### src/nor_bus_pkg.sv
/*
  NOR-flash side bus definitions
  - bus widths
  - NOR cycle codes carried in the top address bits
  - request struct from the command FSM to the bus master
*/

package nor_bus_pkg;

    localparam int NOR_CYCLE_BITS = 6;
    localparam int WB_ADR_BITS    = 32;
    localparam int WB_DAT_BITS    = 16; // one flash word per transfer

    // cycle code, placed in adr[31:26]
    typedef enum logic [NOR_CYCLE_BITS-1:0] {
        NOR_RESET        = 6'd0,
        NOR_READ         = 6'd1,
        NOR_WRITE        = 6'd2,
        NOR_ERASE_SECTOR = 6'd3
    } nor_cycle_t;

    // one single transfer
    typedef struct packed {
        logic [WB_ADR_BITS-1:0] adr; // {cycle code, flash address}
        logic                   we;
        logic [WB_DAT_BITS-1:0] dat; // write data, ignored on reads
    } bus_req_t;

endpackage

### src/qspi_pkg.sv
/*
  SPI side definitions
  - address, data and shift widths
  - cycle counts per protocol phase
  - command codes and protocol states
  - shifter phase settings and per-command attributes
*/

package qspi_pkg;

    localparam int ADDR_BITS    = 26; // low address bits that are used
    localparam int DATA_BITS    = nor_bus_pkg::WB_DAT_BITS;
    localparam int SHIFT_BITS   = 32;
    localparam int CNT_BITS     = 8;  // cycle counter width
    localparam int ADDR_CYCLES  = 8;  // quad nibbles
    localparam int DATA_CYCLES  = 4;  // quad nibbles
    localparam int CMD_CYCLES   = 8;  // single-SPI bits
    localparam int DUMMY_CYCLES = 20; // fast read stall

    typedef enum logic [7:0] {
        CMD_READ       = 8'h03,
        CMD_FAST_READ  = 8'h0B,
        CMD_SECT_ERASE = 8'hD8,
        CMD_WRITE_THRU = 8'hF8,
        CMD_LOOPBACK   = 8'hFA
    } spi_cmd_t;

    typedef enum logic [2:0] {
        ST_CMD,
        ST_ADDR,
        ST_FAST_READ_STALL,
        ST_READ_DATA,
        ST_WRITE_DATA,
        ST_LOOPBACK_DATA
    } spi_state_t;

    // how the shifter runs the current phase
    typedef struct packed {
        logic                quad;       // 0 = single bit on sio[0]
        logic                dir_out;    // 1 = drive sio
        logic [CNT_BITS-1:0] last_cycle; // cycle count minus one
    } phase_cfg_t;

    typedef struct packed {
        spi_state_t              data_state;  // next state after address
        logic                    req_at_addr; // bus request once address is in
        logic                    req_at_data; // bus request once data is in
        logic                    we;
        nor_bus_pkg::nor_cycle_t nor_cycle;
    } cmd_attr_t;

endpackage

### src/qspi_shifter.sv
/*
  SPI bit engine
  - SCK and CE synchronizers with edge detect
  - phase cycle counter and done strobe
  - single or quad shift-in, registered nibble output
*/

`timescale 1ns/1ns

module qspi_shifter (
    input  logic                            clk_i,
    input  logic                            reset_i,
    input  logic                            sck_i,
    input  logic                            sce_i,     // active low
    input  logic [3:0]                      sio_i,
    input  qspi_pkg::phase_cfg_t            phase_i,
    input  logic [qspi_pkg::SHIFT_BITS-1:0] tx_data_i,
    output logic [3:0]                      sio_o,
    output logic                            sio_oe_o,
    output logic [qspi_pkg::SHIFT_BITS-1:0] rx_data_o,
    output logic                            done_o,
    output logic                            cs_idle_o
);

    logic [1:0]                    sck_sync;
    logic [1:0]                    sce_sync;
    logic                          sck_q;     // edge reference
    logic                          sck_rise;
    logic                          sck_fall;
    logic [qspi_pkg::CNT_BITS-1:0] cycle_cnt;
    logic                          last_cycle;
    logic [2:0]                    nib_idx;   // 8 nibbles in the tx word

    always_ff @(posedge clk_i or posedge reset_i) begin
        if (reset_i) begin
            sck_sync <= 2'b00;
            sce_sync <= 2'b11; // deselected
            sck_q    <= 1'b0;
        end else begin
            sck_sync <= {sck_sync[0], sck_i};
            sce_sync <= {sce_sync[0], sce_i};
            sck_q    <= sck_sync[1];
        end
    end

    assign sck_rise  = sck_sync[1] & ~sck_q;
    assign sck_fall  = ~sck_sync[1] & sck_q;
    assign cs_idle_o = sce_sync[1];
    assign sio_oe_o  = ~cs_idle_o & phase_i.dir_out;

    assign last_cycle = (cycle_cnt == phase_i.last_cycle);

    always_ff @(posedge clk_i or posedge reset_i) begin
        if (reset_i) begin
            cycle_cnt <= '0;
            done_o    <= 1'b0;
        end else begin
            done_o <= 1'b0; // strobe
            if (cs_idle_o) begin
                cycle_cnt <= '0;
            end else if (sck_rise) begin
                if (last_cycle) begin
                    cycle_cnt <= '0; // next phase starts over
                    done_o    <= 1'b1;
                end else begin
                    cycle_cnt <= cycle_cnt + 1'b1;
                end
            end
        end
    end

    // input sampling on rising SCK
    always_ff @(posedge clk_i) begin
        if (sck_rise && !cs_idle_o && !phase_i.dir_out) begin
            if (phase_i.quad)
                rx_data_o <= {rx_data_o[qspi_pkg::SHIFT_BITS-5:0], sio_i};
            else
                rx_data_o <= {rx_data_o[qspi_pkg::SHIFT_BITS-2:0], sio_i[0]};
        end
    end

    // MSB nibble first
    assign nib_idx = phase_i.last_cycle[2:0] - cycle_cnt[2:0];

    always_ff @(posedge clk_i or posedge reset_i) begin
        if (reset_i)
            sio_o <= 4'h0;
        else if (sck_fall)
            sio_o <= tx_data_i[{nib_idx, 2'b00} +: 4]; // master samples on next rise
    end

    // phase changes only once the counter is back at zero
    a_cnt_range: assert property (@(posedge clk_i) disable iff (reset_i)
        cycle_cnt <= phase_i.last_cycle);
    a_done_pulse: assert property (@(posedge clk_i) disable iff (reset_i)
        done_o |=> !done_o);

endmodule

### src/qspi_cmd_table.sv
/*
  Protocol configuration lookup
  - shifter phase settings per protocol state
  - bus attributes and next state per command code
*/

`timescale 1ns/1ns

module qspi_cmd_table (
    input  qspi_pkg::spi_state_t state_i,
    input  qspi_pkg::spi_cmd_t   cmd_i,
    output qspi_pkg::phase_cfg_t phase_o,
    output qspi_pkg::cmd_attr_t  attr_o
);

    function automatic qspi_pkg::phase_cfg_t mk_phase(input logic quad,
                                                      input logic dir_out,
                                                      input int   cycles);
        qspi_pkg::phase_cfg_t cfg;
        cfg.quad       = quad;
        cfg.dir_out    = dir_out;
        cfg.last_cycle = qspi_pkg::CNT_BITS'(cycles - 1);
        return cfg;
    endfunction

    always_comb begin
        case (state_i)
            qspi_pkg::ST_ADDR:            phase_o = mk_phase(1'b1, 1'b0, qspi_pkg::ADDR_CYCLES);
            qspi_pkg::ST_FAST_READ_STALL: phase_o = mk_phase(1'b1, 1'b0, qspi_pkg::DUMMY_CYCLES);
            qspi_pkg::ST_READ_DATA,
            qspi_pkg::ST_LOOPBACK_DATA:   phase_o = mk_phase(1'b1, 1'b1, qspi_pkg::DATA_CYCLES);
            qspi_pkg::ST_WRITE_DATA:      phase_o = mk_phase(1'b1, 1'b0, qspi_pkg::DATA_CYCLES);
            default:                      phase_o = mk_phase(1'b0, 1'b0, qspi_pkg::CMD_CYCLES);
        endcase
    end

    always_comb begin
        // unknown codes: back to cmd, no bus cycle
        attr_o.data_state  = qspi_pkg::ST_CMD;
        attr_o.req_at_addr = 1'b0;
        attr_o.req_at_data = 1'b0;
        attr_o.we          = 1'b0;
        attr_o.nor_cycle   = nor_bus_pkg::NOR_RESET;
        case (cmd_i)
            qspi_pkg::CMD_READ: begin
                attr_o.data_state  = qspi_pkg::ST_READ_DATA;
                attr_o.req_at_addr = 1'b1;
                attr_o.nor_cycle   = nor_bus_pkg::NOR_READ;
            end
            qspi_pkg::CMD_FAST_READ: begin
                attr_o.data_state  = qspi_pkg::ST_FAST_READ_STALL; // dummies first
                attr_o.req_at_addr = 1'b1; // read runs during the stall
                attr_o.nor_cycle   = nor_bus_pkg::NOR_READ;
            end
            qspi_pkg::CMD_SECT_ERASE: begin
                attr_o.req_at_addr = 1'b1; // address only
                attr_o.we          = 1'b1;
                attr_o.nor_cycle   = nor_bus_pkg::NOR_ERASE_SECTOR;
            end
            qspi_pkg::CMD_WRITE_THRU: begin
                attr_o.data_state  = qspi_pkg::ST_WRITE_DATA;
                attr_o.req_at_data = 1'b1;
                attr_o.we          = 1'b1;
                attr_o.nor_cycle   = nor_bus_pkg::NOR_WRITE;
            end
            qspi_pkg::CMD_LOOPBACK: attr_o.data_state = qspi_pkg::ST_LOOPBACK_DATA;
            default: ;
        endcase
    end

endmodule

### src/qspi_cmd_fsm.sv
/*
  Flash command protocol FSM
  - state sequence cmd, addr, optional stall, data
  - latches command, address and write data from the shifter
  - one-cycle bus request pulse with the request word
*/

`timescale 1ns/1ns

module qspi_cmd_fsm (
    input  logic                            clk_i,
    input  logic                            reset_i,
    input  logic                            done_i,
    input  logic                            cs_idle_i,
    input  logic [qspi_pkg::SHIFT_BITS-1:0] rx_data_i,
    input  qspi_pkg::cmd_attr_t             attr_i,
    output qspi_pkg::spi_state_t            state_o,
    output qspi_pkg::spi_cmd_t              cmd_o,
    output logic [qspi_pkg::ADDR_BITS-1:0]  addr_o,
    output logic                            req_valid_o,
    output nor_bus_pkg::bus_req_t           req_o
);

    logic [qspi_pkg::DATA_BITS-1:0] wdata_q; // write-through word

    always_ff @(posedge clk_i or posedge reset_i) begin
        if (reset_i) begin
            state_o     <= qspi_pkg::ST_CMD;
            cmd_o       <= qspi_pkg::spi_cmd_t'(8'h00);
            req_valid_o <= 1'b0;
        end else begin
            req_valid_o <= 1'b0;
            if (cs_idle_i) begin
                state_o <= qspi_pkg::ST_CMD; // CE high aborts any phase
            end else if (done_i) begin
                case (state_o)
                    qspi_pkg::ST_CMD: begin
                        cmd_o   <= qspi_pkg::spi_cmd_t'(rx_data_i[7:0]);
                        state_o <= qspi_pkg::ST_ADDR;
                    end
                    qspi_pkg::ST_ADDR: begin
                        state_o     <= attr_i.data_state;
                        req_valid_o <= attr_i.req_at_addr; // reads and erase
                    end
                    qspi_pkg::ST_FAST_READ_STALL: state_o <= qspi_pkg::ST_READ_DATA;
                    qspi_pkg::ST_WRITE_DATA: begin
                        state_o     <= qspi_pkg::ST_CMD;
                        req_valid_o <= attr_i.req_at_data;
                    end
                    default: state_o <= qspi_pkg::ST_CMD; // end of data phase
                endcase
            end
        end
    end

    // payload latches
    always_ff @(posedge clk_i) begin
        if (done_i && !cs_idle_i) begin
            case (state_o)
                qspi_pkg::ST_ADDR:       addr_o  <= rx_data_i[qspi_pkg::ADDR_BITS-1:0];
                qspi_pkg::ST_WRITE_DATA: wdata_q <= rx_data_i[qspi_pkg::DATA_BITS-1:0];
                default: ;
            endcase
        end
    end

    // latches are already updated when req_valid_o is high
    always_comb begin
        req_o.adr = {attr_i.nor_cycle, addr_o};
        req_o.we  = attr_i.we;
        req_o.dat = wdata_q;
    end

    a_req_pulse: assert property (@(posedge clk_i) disable iff (reset_i)
        req_valid_o |=> !req_valid_o);

endmodule

### src/wb_master.sv
/*
  Single-transfer bus master
  - starts one transfer per request, holds it until ack
  - keeps the last read word for the SPI side
*/

`timescale 1ns/1ns

module wb_master (
    input  logic                               clk_i,
    input  logic                               reset_i,
    input  logic                               req_valid_i,
    input  nor_bus_pkg::bus_req_t              req_i,
    input  logic                               wb_ack_i,
    input  logic [qspi_pkg::DATA_BITS-1:0]     wb_dat_i,
    output logic                               wb_cyc_o,
    output logic                               wb_stb_o,
    output logic                               wb_we_o,
    output logic [nor_bus_pkg::WB_ADR_BITS-1:0] wb_adr_o,
    output logic [qspi_pkg::DATA_BITS-1:0]     wb_dat_o,
    output logic [qspi_pkg::DATA_BITS-1:0]     rd_data_o
);

    always_ff @(posedge clk_i or posedge reset_i) begin
        if (reset_i) begin
            wb_cyc_o <= 1'b0;
            wb_stb_o <= 1'b0;
            wb_we_o  <= 1'b0;
        end else if (!wb_cyc_o) begin
            if (req_valid_i) begin // accept a request when idle
                wb_cyc_o <= 1'b1;
                wb_stb_o <= 1'b1;
                wb_we_o  <= req_i.we;
            end
        end else if (wb_ack_i) begin
            wb_cyc_o <= 1'b0; // done next cycle
            wb_stb_o <= 1'b0;
        end
    end

    // address and write data held through the transfer
    always_ff @(posedge clk_i) begin
        if (!wb_cyc_o && req_valid_i) begin
            wb_adr_o <= req_i.adr;
            wb_dat_o <= req_i.dat;
        end
    end

    always_ff @(posedge clk_i) begin
        if (wb_cyc_o && wb_ack_i)
            rd_data_o <= wb_dat_i; // write acks load it too
    end

    // a request while busy would be lost
    a_req_idle: assert property (@(posedge clk_i) disable iff (reset_i)
        req_valid_i |-> !wb_cyc_o);

endmodule

### src/qspi_flash_bridge.sv
/*
  Quad-SPI flash emulation front end, top level
  - SPI shifter, command table, protocol FSM, bus master
  - tx word select between loopback address and read data
*/

`timescale 1ns/1ns

module qspi_flash_bridge (
    input  logic                                clk_i,
    input  logic                                reset_i,
    input  logic                                sck_i,
    input  logic                                sce_i,   // active low
    input  logic [3:0]                          sio_i,
    output logic [3:0]                          sio_o,
    output logic                                sio_oe_o,
    output logic                                wb_cyc_o,
    output logic                                wb_stb_o,
    output logic                                wb_we_o,
    output logic [nor_bus_pkg::WB_ADR_BITS-1:0] wb_adr_o,
    output logic [qspi_pkg::DATA_BITS-1:0]      wb_dat_o,
    input  logic                                wb_ack_i,
    input  logic [qspi_pkg::DATA_BITS-1:0]      wb_dat_i
);

    qspi_pkg::phase_cfg_t            phase;
    qspi_pkg::cmd_attr_t             attr;
    qspi_pkg::spi_state_t            state;
    qspi_pkg::spi_cmd_t              cmd;
    logic [qspi_pkg::ADDR_BITS-1:0]  addr;
    logic [qspi_pkg::SHIFT_BITS-1:0] rx_data;
    logic [qspi_pkg::SHIFT_BITS-1:0] tx_data;
    logic [qspi_pkg::DATA_BITS-1:0]  rd_data;
    logic                            done;
    logic                            cs_idle;
    logic                            req_valid;
    nor_bus_pkg::bus_req_t           req;

    // loopback echoes the address, low nibbles go out
    assign tx_data = (state == qspi_pkg::ST_LOOPBACK_DATA) ?
                     qspi_pkg::SHIFT_BITS'(addr) : qspi_pkg::SHIFT_BITS'(rd_data);

    qspi_shifter i_shifter (
        .clk_i     (clk_i),
        .reset_i   (reset_i),
        .sck_i     (sck_i),
        .sce_i     (sce_i),
        .sio_i     (sio_i),
        .phase_i   (phase),
        .tx_data_i (tx_data),
        .sio_o     (sio_o),
        .sio_oe_o  (sio_oe_o),
        .rx_data_o (rx_data),
        .done_o    (done),
        .cs_idle_o (cs_idle)
    );

    qspi_cmd_table i_table (
        .state_i (state),
        .cmd_i   (cmd),
        .phase_o (phase),
        .attr_o  (attr)
    );

    qspi_cmd_fsm i_fsm (
        .clk_i       (clk_i),
        .reset_i     (reset_i),
        .done_i      (done),
        .cs_idle_i   (cs_idle),
        .rx_data_i   (rx_data),
        .attr_i      (attr),
        .state_o     (state),
        .cmd_o       (cmd),
        .addr_o      (addr),
        .req_valid_o (req_valid),
        .req_o       (req)
    );

    wb_master i_wb_master (
        .clk_i       (clk_i),
        .reset_i     (reset_i),
        .req_valid_i (req_valid),
        .req_i       (req),
        .wb_ack_i    (wb_ack_i),
        .wb_dat_i    (wb_dat_i),
        .wb_cyc_o    (wb_cyc_o),
        .wb_stb_o    (wb_stb_o),
        .wb_we_o     (wb_we_o),
        .wb_adr_o    (wb_adr_o),
        .wb_dat_o    (wb_dat_o),
        .rd_data_o   (rd_data)
    );

endmodule

### config.mk
export PLATFORM = sky130hd
export DESIGN_NAME = qspi_flash_bridge
export DESIGN_NICKNAME = d
export VERILOG_FILES = /design/src/nor_bus_pkg.sv /design/src/qspi_pkg.sv /design/src/qspi_shifter.sv /design/src/qspi_cmd_table.sv /design/src/qspi_cmd_fsm.sv /design/src/wb_master.sv /design/src/qspi_flash_bridge.sv
export SDC_FILE = /design/constraint.sdc
export NUM_CORES = 1
export LEC_CHECK = 0
export BUFFER_PORTS_ARGS = -buffer_cell sky130_fd_sc_hd__clkbuf_2
export CAP_MARGIN = 30
export CORE_MARGIN = 2
export CORE_UTILIZATION = 51
export CTS_CLUSTER_SIZE = 20
export DETAILED_ROUTE_END_ITERATION = 10
export GPL_ROUTABILITY_DRIVEN = 0
export GPL_TIMING_DRIVEN = 0
export PLACE_DENSITY_LB_ADDON = 0.2
export SKIP_CTS_REPAIR_TIMING = 1
export SYNTH_ARGS = -nofsm -noshare
export SYNTH_HDL_FRONTEND = slang
export SYNTH_SLANG_ARGS = --single-unit
export TNS_END_PERCENT = 50
### constraint.sdc
create_clock -name clk_i -period 3.23 [get_ports clk_i]
set_input_delay 0.646 -clock clk_i [delete_from_list [all_inputs] [get_ports clk_i]]
set_output_delay 0.646 -clock clk_i [all_outputs]
set_load 0.1 [all_outputs]
# Word level (Yosys, flattened, before mapping)

Cells that the tools add are included.

Register bits after elaboration: 165
Latch bits: 0
RAM bits: 0
ROM bits: 0
Bits of input ports: 25
Output and inout port bits: 56
Memories: 0

Add/sub/neg operators: 2
Multiply operators: 0
Divide/modulo/power cells: 0
$lt $le $gt $ge: 0
Equality and inequality tests: 12
Shifts and indexed selects: 1
Mux-type cells: 26
Bitwise operators: 7
Reduce and logical (&&, ||, !) cells: 21

Operators by type and width:

| cell                                                 | count |
|---|---|
| two-way mux 26 bit                                   | 2 |
| one-hot mux 10 bit (4 select lines)                  | 1 |
| indexed part select 32 x 6 -> 4 bit                  | 1 |
| equality test 8 bit (second input constant)          | 3 |
| two-way mux 8 bit                                    | 3 |
| two-way mux 1 bit                                    | 14 |
| one-hot mux 3 bit (4 select lines)                   | 1 |
| one-hot mux 3 bit (3 select lines)                   | 1 |
| adder 8 x 1 -> 8 bit (second input constant)         | 1 |
| equality test 8 x 2 -> 1 bit (second input constant) | 1 |
| equality test 8 x 4 -> 1 bit (second input constant) | 1 |
| equality test 8 bit                                  | 1 |
| AND reduction 2 bit                                  | 4 |
| equality test 3 x 2 -> 1 bit (second input constant) | 2 |
| equality test 3 bit (second input constant)          | 2 |
| two-way mux 3 bit                                    | 2 |
| one-hot mux 2 bit (3 select lines)                   | 1 |
| nonzero test 2 bit                                   | 3 |
| OR reduction 2 bit                                   | 3 |
| logical AND 1 bit                                    | 5 |
| inverter 1 bit                                       | 4 |
| AND 1 bit                                            | 3 |
| equality test 3 x 1 -> 1 bit (second input constant) | 1 |
| logical NOT 1 bit                                    | 3 |
| 6 further kinds                                      | 6 |

# Logic depth before layout (Yosys ltp)

Depth after elaboration: 7
Mapped depth: 6
Mapped depth without buffers: 6

# Hierarchy

Synthesis repeated with hierarchy kept, for this count alone.

Cells, all modules: 430
Area, all modules: 7101.8 um^2

By module, submodules not included:

| module            | instances | cells an instance | area each (um^2) | seq. area each (um^2) |
|---|---|---|---|---|
| qspi_shifter      | 1         | 170               | 2451.1           | 1413.9 |
| wb_master         | 1         | 76                | 2058.2           | 1996.9 |
| qspi_cmd_fsm      | 1         | 121               | 2053.2           | 1561.5 |
| qspi_flash_bridge | 1         | 31                | 327.8            | 0.0 |
| qspi_cmd_table    | 1         | 32                | 211.5            | 0.0 |

# Worst setup path before layout

No wires, ideal clock.

Path kind: reg-to-reg
From: register i_wb_master.wb_cyc_o
To: register i_wb_master.wb_we_o
Library setup time: 126 ps
Arrival time: 3405 ps
Path slack: -301 ps
Stages on the path, launching flop included: 3
Cells stage by stage: dfrtp_1 nor2b_1 mux2_2

Cells in the longest elaborated chain, start to end: 2

Ends and longest elaborated chain:

| item                                 | line            | text |
|---|---|---|
| from (decl)                          | wb_master.sv:16 | `output logic wb_cyc_o,` |
| from (signal assigned)               | wb_master.sv:26 | `wb_cyc_o <= 1'b0;` |
| from (signal assigned)               | wb_master.sv:31 | `wb_cyc_o <= 1'b1;` |
| from (signal assigned)               | wb_master.sv:36 | `wb_cyc_o <= 1'b0;` |
| inverter 1 bit (no source line)      | n/a             |  |
| AND reduction 2 bit (no source line) | n/a             |  |
| to (signal assigned)                 | wb_master.sv:33 | `wb_we_o <= req_i.we;` |
| to (decl)                            | wb_master.sv:18 | `output logic wb_we_o,` |

Every way passes these cells.
A chain may end at the register's enable or synchronous reset.

# Worst setup path in the final report

From: register i_fsm.state_o[2]
To: output sio_oe_o

Cells in the longest elaborated chain, start to end: 4
Elaborated cells on any way between the ends: 8
Classes of those cells: eq/ne (5); mux (1); bitwise (1); reduce/logical (1)

Ends and longest elaborated chain:

| item                                                                       | line                    | text |
|---|---|---|
| from (decl)                                                                | qspi_cmd_fsm.sv:17      | `output qspi_pkg::spi_state_t state_o,` |
| from (signal assigned)                                                     | qspi_cmd_fsm.sv:28      | `state_o <= qspi_pkg::ST_CMD;` |
| from (signal assigned)                                                     | qspi_cmd_fsm.sv:34      | `state_o <= qspi_pkg::ST_CMD;` |
| from (signal assigned)                                                     | qspi_cmd_fsm.sv:39      | `state_o <= qspi_pkg::ST_ADDR;` |
| equality test 3 bit / equality test 3 x 2 -> 1 bit (equally long branches) | qspi_cmd_table.sv:27    | `case (state_i)` |
| OR reduction 2 bit                                                         | qspi_cmd_table.sv:27    |  |
| one-hot mux 10 bit (4 select lines) *                                      | qspi_cmd_table.sv:27    |  |
| AND 1 bit *                                                                | qspi_shifter.sv:49      | `assign sio_oe_o = ~cs_idle_o & phase_i.dir_out;` |
| to (decl)                                                                  | qspi_flash_bridge.sv:16 | `output logic sio_oe_o,` |

Mark *: on every way between the ends. The rest lies on a longest branch, timed or not.

==> flow_metrics.py <==
metrics = {
    "clock_network": {
        "clock_sinks": 161,
        "numCtsBuffers": 17,
        "cts_tree": "done",
        "clk_pin_slew_ps": 70,
        "clk_latency_ps": 430,
        "clockBufferDepth": 2,
        "cts_root_buf": "clkbuf_16",
        "h-tree-depth": 4,
    },
    "floorplanning": {
        "top_level_ports": 81,
        "start_util_pct": 51.6,
        "dieArea_um2": 12900,
        "die_h_um": 114,
        "fp.coreArea_um2": 11900,
        "core.rowCount": 40,
        "die_w_um": 114,
    },
    "detailed_routing": {
        "vias_per_cell": 5.39,
        "routedWlPerCell_um": 19.0,
        "first_pass_iters": 5,
        "drc": 0,
        "drt_iter0_drc": 184,
        "routed_wirelength_um": 11600,
        "vias": 3281,
        "ant_nets": 0,
    },
    "grt": {
        "gr-total-overflow": 0,
        "grt_pass1_wl_um": 17900,
        "track_usage_pct": 19.2,
        "antenna_found_initial": 0,
        "first_global_vias": 3190,
        "grt_max_degree": 28,
    },
    "layout": {
        "fill_cells": 876,
        "diodes": 0,
        "finalNonFillerCells": 609,
        "nets": 475,
        "syn_to_final_growth_pct": 20.5,
        "drive_above_1_share_pct": 38.7,
        "final_core_util_pct": 62.1,
        "stdcell_area_um2": 7370,
    },
    "timing": {
        "fin_crit_ps": 2720,
        "grt_setup_unrepaired": "false",
        "fin_crit_sh_pct": 84.1,
        "fmax_mhz": 368,
        "finClkSkew_ps": 11.7,
        "fin_setup_tns_ps": 0,
        "maxSlewViolCount": 0,
        "fin_hold_ws_ps": 282,
        "finalSetupViolCount": 0,
        "relSlewSlack_pct": 35.5,
        "finalHoldViolCount": 0,
        "tightestPinTransition_ps": 966,
    },
    "worst_setup_path": {
        "rr_endpoint": "i_shifter.rx_data_o[23]$_DFFE_PP_",
        "cp.arrival_ps": 2070,
        "critPathBufInv": 2,
        "critPathTopFamily": "buffers and inverters",
        "cp.required_ps": 2580,
        "r2r_start": "i_shifter.sck_q$_DFF_PP0_",
        "start_kind": "flip-flop",
        "worst_path_max_delay_cell": "clkbuf_2",
        "cp_max_fo": 10,
        "ff2ff_path_depth": 3,
        "ff2ff_setup_slack_ps": 1100,
        "max_stage_delay_ps": 470,
        "crit_chain": "buf_4, xor2_1, nand2_1, nor2_1, clkbuf_2",
        "worstSetupEndpointType": "output pin",
        "crit_type": "flip-flop to output pin",
    },
    "logic_synthesis": {
        "synthArstFlopShare_pct": 20.5,
        "synth-edff-count": 128,
        "yosysWarnings": 0,
        "synthCells": 348,
        "syn_avg_cell_area_um2": 17.6,
        "synth_seq_cells": 161,
        "synth_cell_types": 48,
        "synth_top_flop_cell": "edfxtp_1",
        "synthesis.area_um2": 6120,
        "yosysSeqAreaShare_pct": 76.4,
    },
    "pwr": {
        "ir_worst_vdd_mv": 0.390,
        "p_leak_nw": 2.74,
        "powerDensity_nw_per_um2": 605,
    },
    "placement": {
        "dp_cells": 577,
        "dpl_cell_area_um2": 6780,
        "place.detailed.hpwl_um": 7850,
        "portBuffers": 76,
    },
    "worst_hold_path": {
        "hp-class": "input port to async pin",
    },
    "run": {
        "maxCapViolations": 0,
    },
    "status": {
        "status": "complete, no violations",
    },
}
kinds of logic after synthesis:
| group | Yosys count | synth area share (%) |
|---|---|---|
| DFF | 161 | 76.4 |
| and+or+nand+nor | 74 | 6.63 |
| muxes | 46 | 9.90 |
| AOI/OAI and AO/OA | 36 | 3.58 |
| buffers and inverters | 22 | 2.25 |
| xor gates and xnor gates | 7 | 1.00 |
| adders and majority gates | 1 | 0.205 |
| other | 1 | 0.0613 |
flip-flops by register name, summed over array words and instances, names as in the netlist:
register	cells
i_wb_master.wb_dat_o	16
i_fsm.addr_o	26
i_shifter.sck_q	1
i_shifter.rx_data_o	26
i_wb_master.wb_adr_o	28
i_wb_master.wb_we_o	1
i_shifter.sio_o	4
i_wb_master.rd_data_o	16
i_fsm.wdata_q	16
i_fsm.cmd_o	8
i_fsm.req_valid_o	1
i_wb_master.wb_stb_o	1
i_fsm.state_o	3
i_shifter.done_o	1
i_shifter.sck_sync	2
i_shifter.sce_sync	2
i_shifter.cycle_cnt	8
i_wb_master.wb_cyc_o	1
how the worst max path moves through the flow:
stage,from,end,depth (start not counted)
finish,i_fsm.state_o[2]$_DFFE_PP0P_,sio_oe_o,5
global route,i_fsm.state_o[2]$_DFFE_PP0P_,sio_oe_o,5
CTS,i_fsm.state_o[2]$_DFFE_PP0P_,sio_oe_o,5
detailed placement,i_fsm.state_o[2]$_DFFE_PP0P_,sio_oe_o,5
global placement,i_shifter.sck_q$_DFF_PP0_,i_shifter.rx_data_o[22]$_DFFE_PP_,3
floorplan,i_fsm.state_o[2]$_DFFE_PP0P_,sio_oe_o,4
area by class of cell:
class                   count  area (um^2)  share of cell area, %
repair buffers             79          448                   6.08
plain buffers              14          108                   1.46
inverters                   8         30.0                  0.407
clock buffers              18          429                   5.82
well taps                 147          184                   2.50
multi-input cells         168         1340                   18.1
clock inverters            14          161                   2.19
flip-flops and latches    161         4670                   63.4
stage by stage:
step / total power, mW / setup WS [ps]
after global routing: 4.58 / 386
after CTS: 4.49 / 457
after floorplan: 2.45 / 511
after global placement: 2.50 / -240
final: 4.46 / 512
after detailed placement: 2.50 / 919
routing by layer:
| metal | up-vias | routed length, um | GRT usage, % |
|---|---|---|---|
| met2 | 101 | 5440 | 28.7 |
| li1 | 1513 | - | - |
| met4 | 0 | 201 | 7.80 |
| met3 | 16 | 597 | 5.79 |
| met1 | 1651 | 5320 | 26.9 |
| met5 | - | 0 | 0 |
cells in the mapped netlist, types with 4 or more instances:
cell	number	area share, %
a21oi_1	10	0.82
buf_4	7	0.86
dfrtp_1	31	13
edfxtp_1	128	63
inv_1	8	0.49
mux2_2	36	6.6
mux4_2	8	2.9
nand2_1	18	1.1
nor2_1	22	1.3
nor2b_1	5	0.51
nor3_1	5	0.41
o21ai_0	12	0.98
xnor2_1	4	0.57
where the power goes:
part           switching (mW)  internal [mW]  total (mW)  leakage [nW]
Combinational           0.133         0.0477       0.180         0.868
Sequential             0.0230           2.26        2.28          1.60
Clock                   0.790           1.21        2.00         0.280
Total                   0.945           3.51        4.46          2.74
layout by cell type, fill, tap and decap left out, types with 5 or more instances in the layout:
cell type / instances
edfxtp_1: 128
clkbuf_2: 76
mux2_2: 36
dfrtp_1: 31
nor2_1: 22
nand2_1: 18
clkbuf_16: 17
o21ai_0: 12
a21oi_1: 9
inv_1: 8
mux4_2: 8
buf_4: 7
nor3_1: 5
No activity file was read; power rests on OpenSTA's default activity.
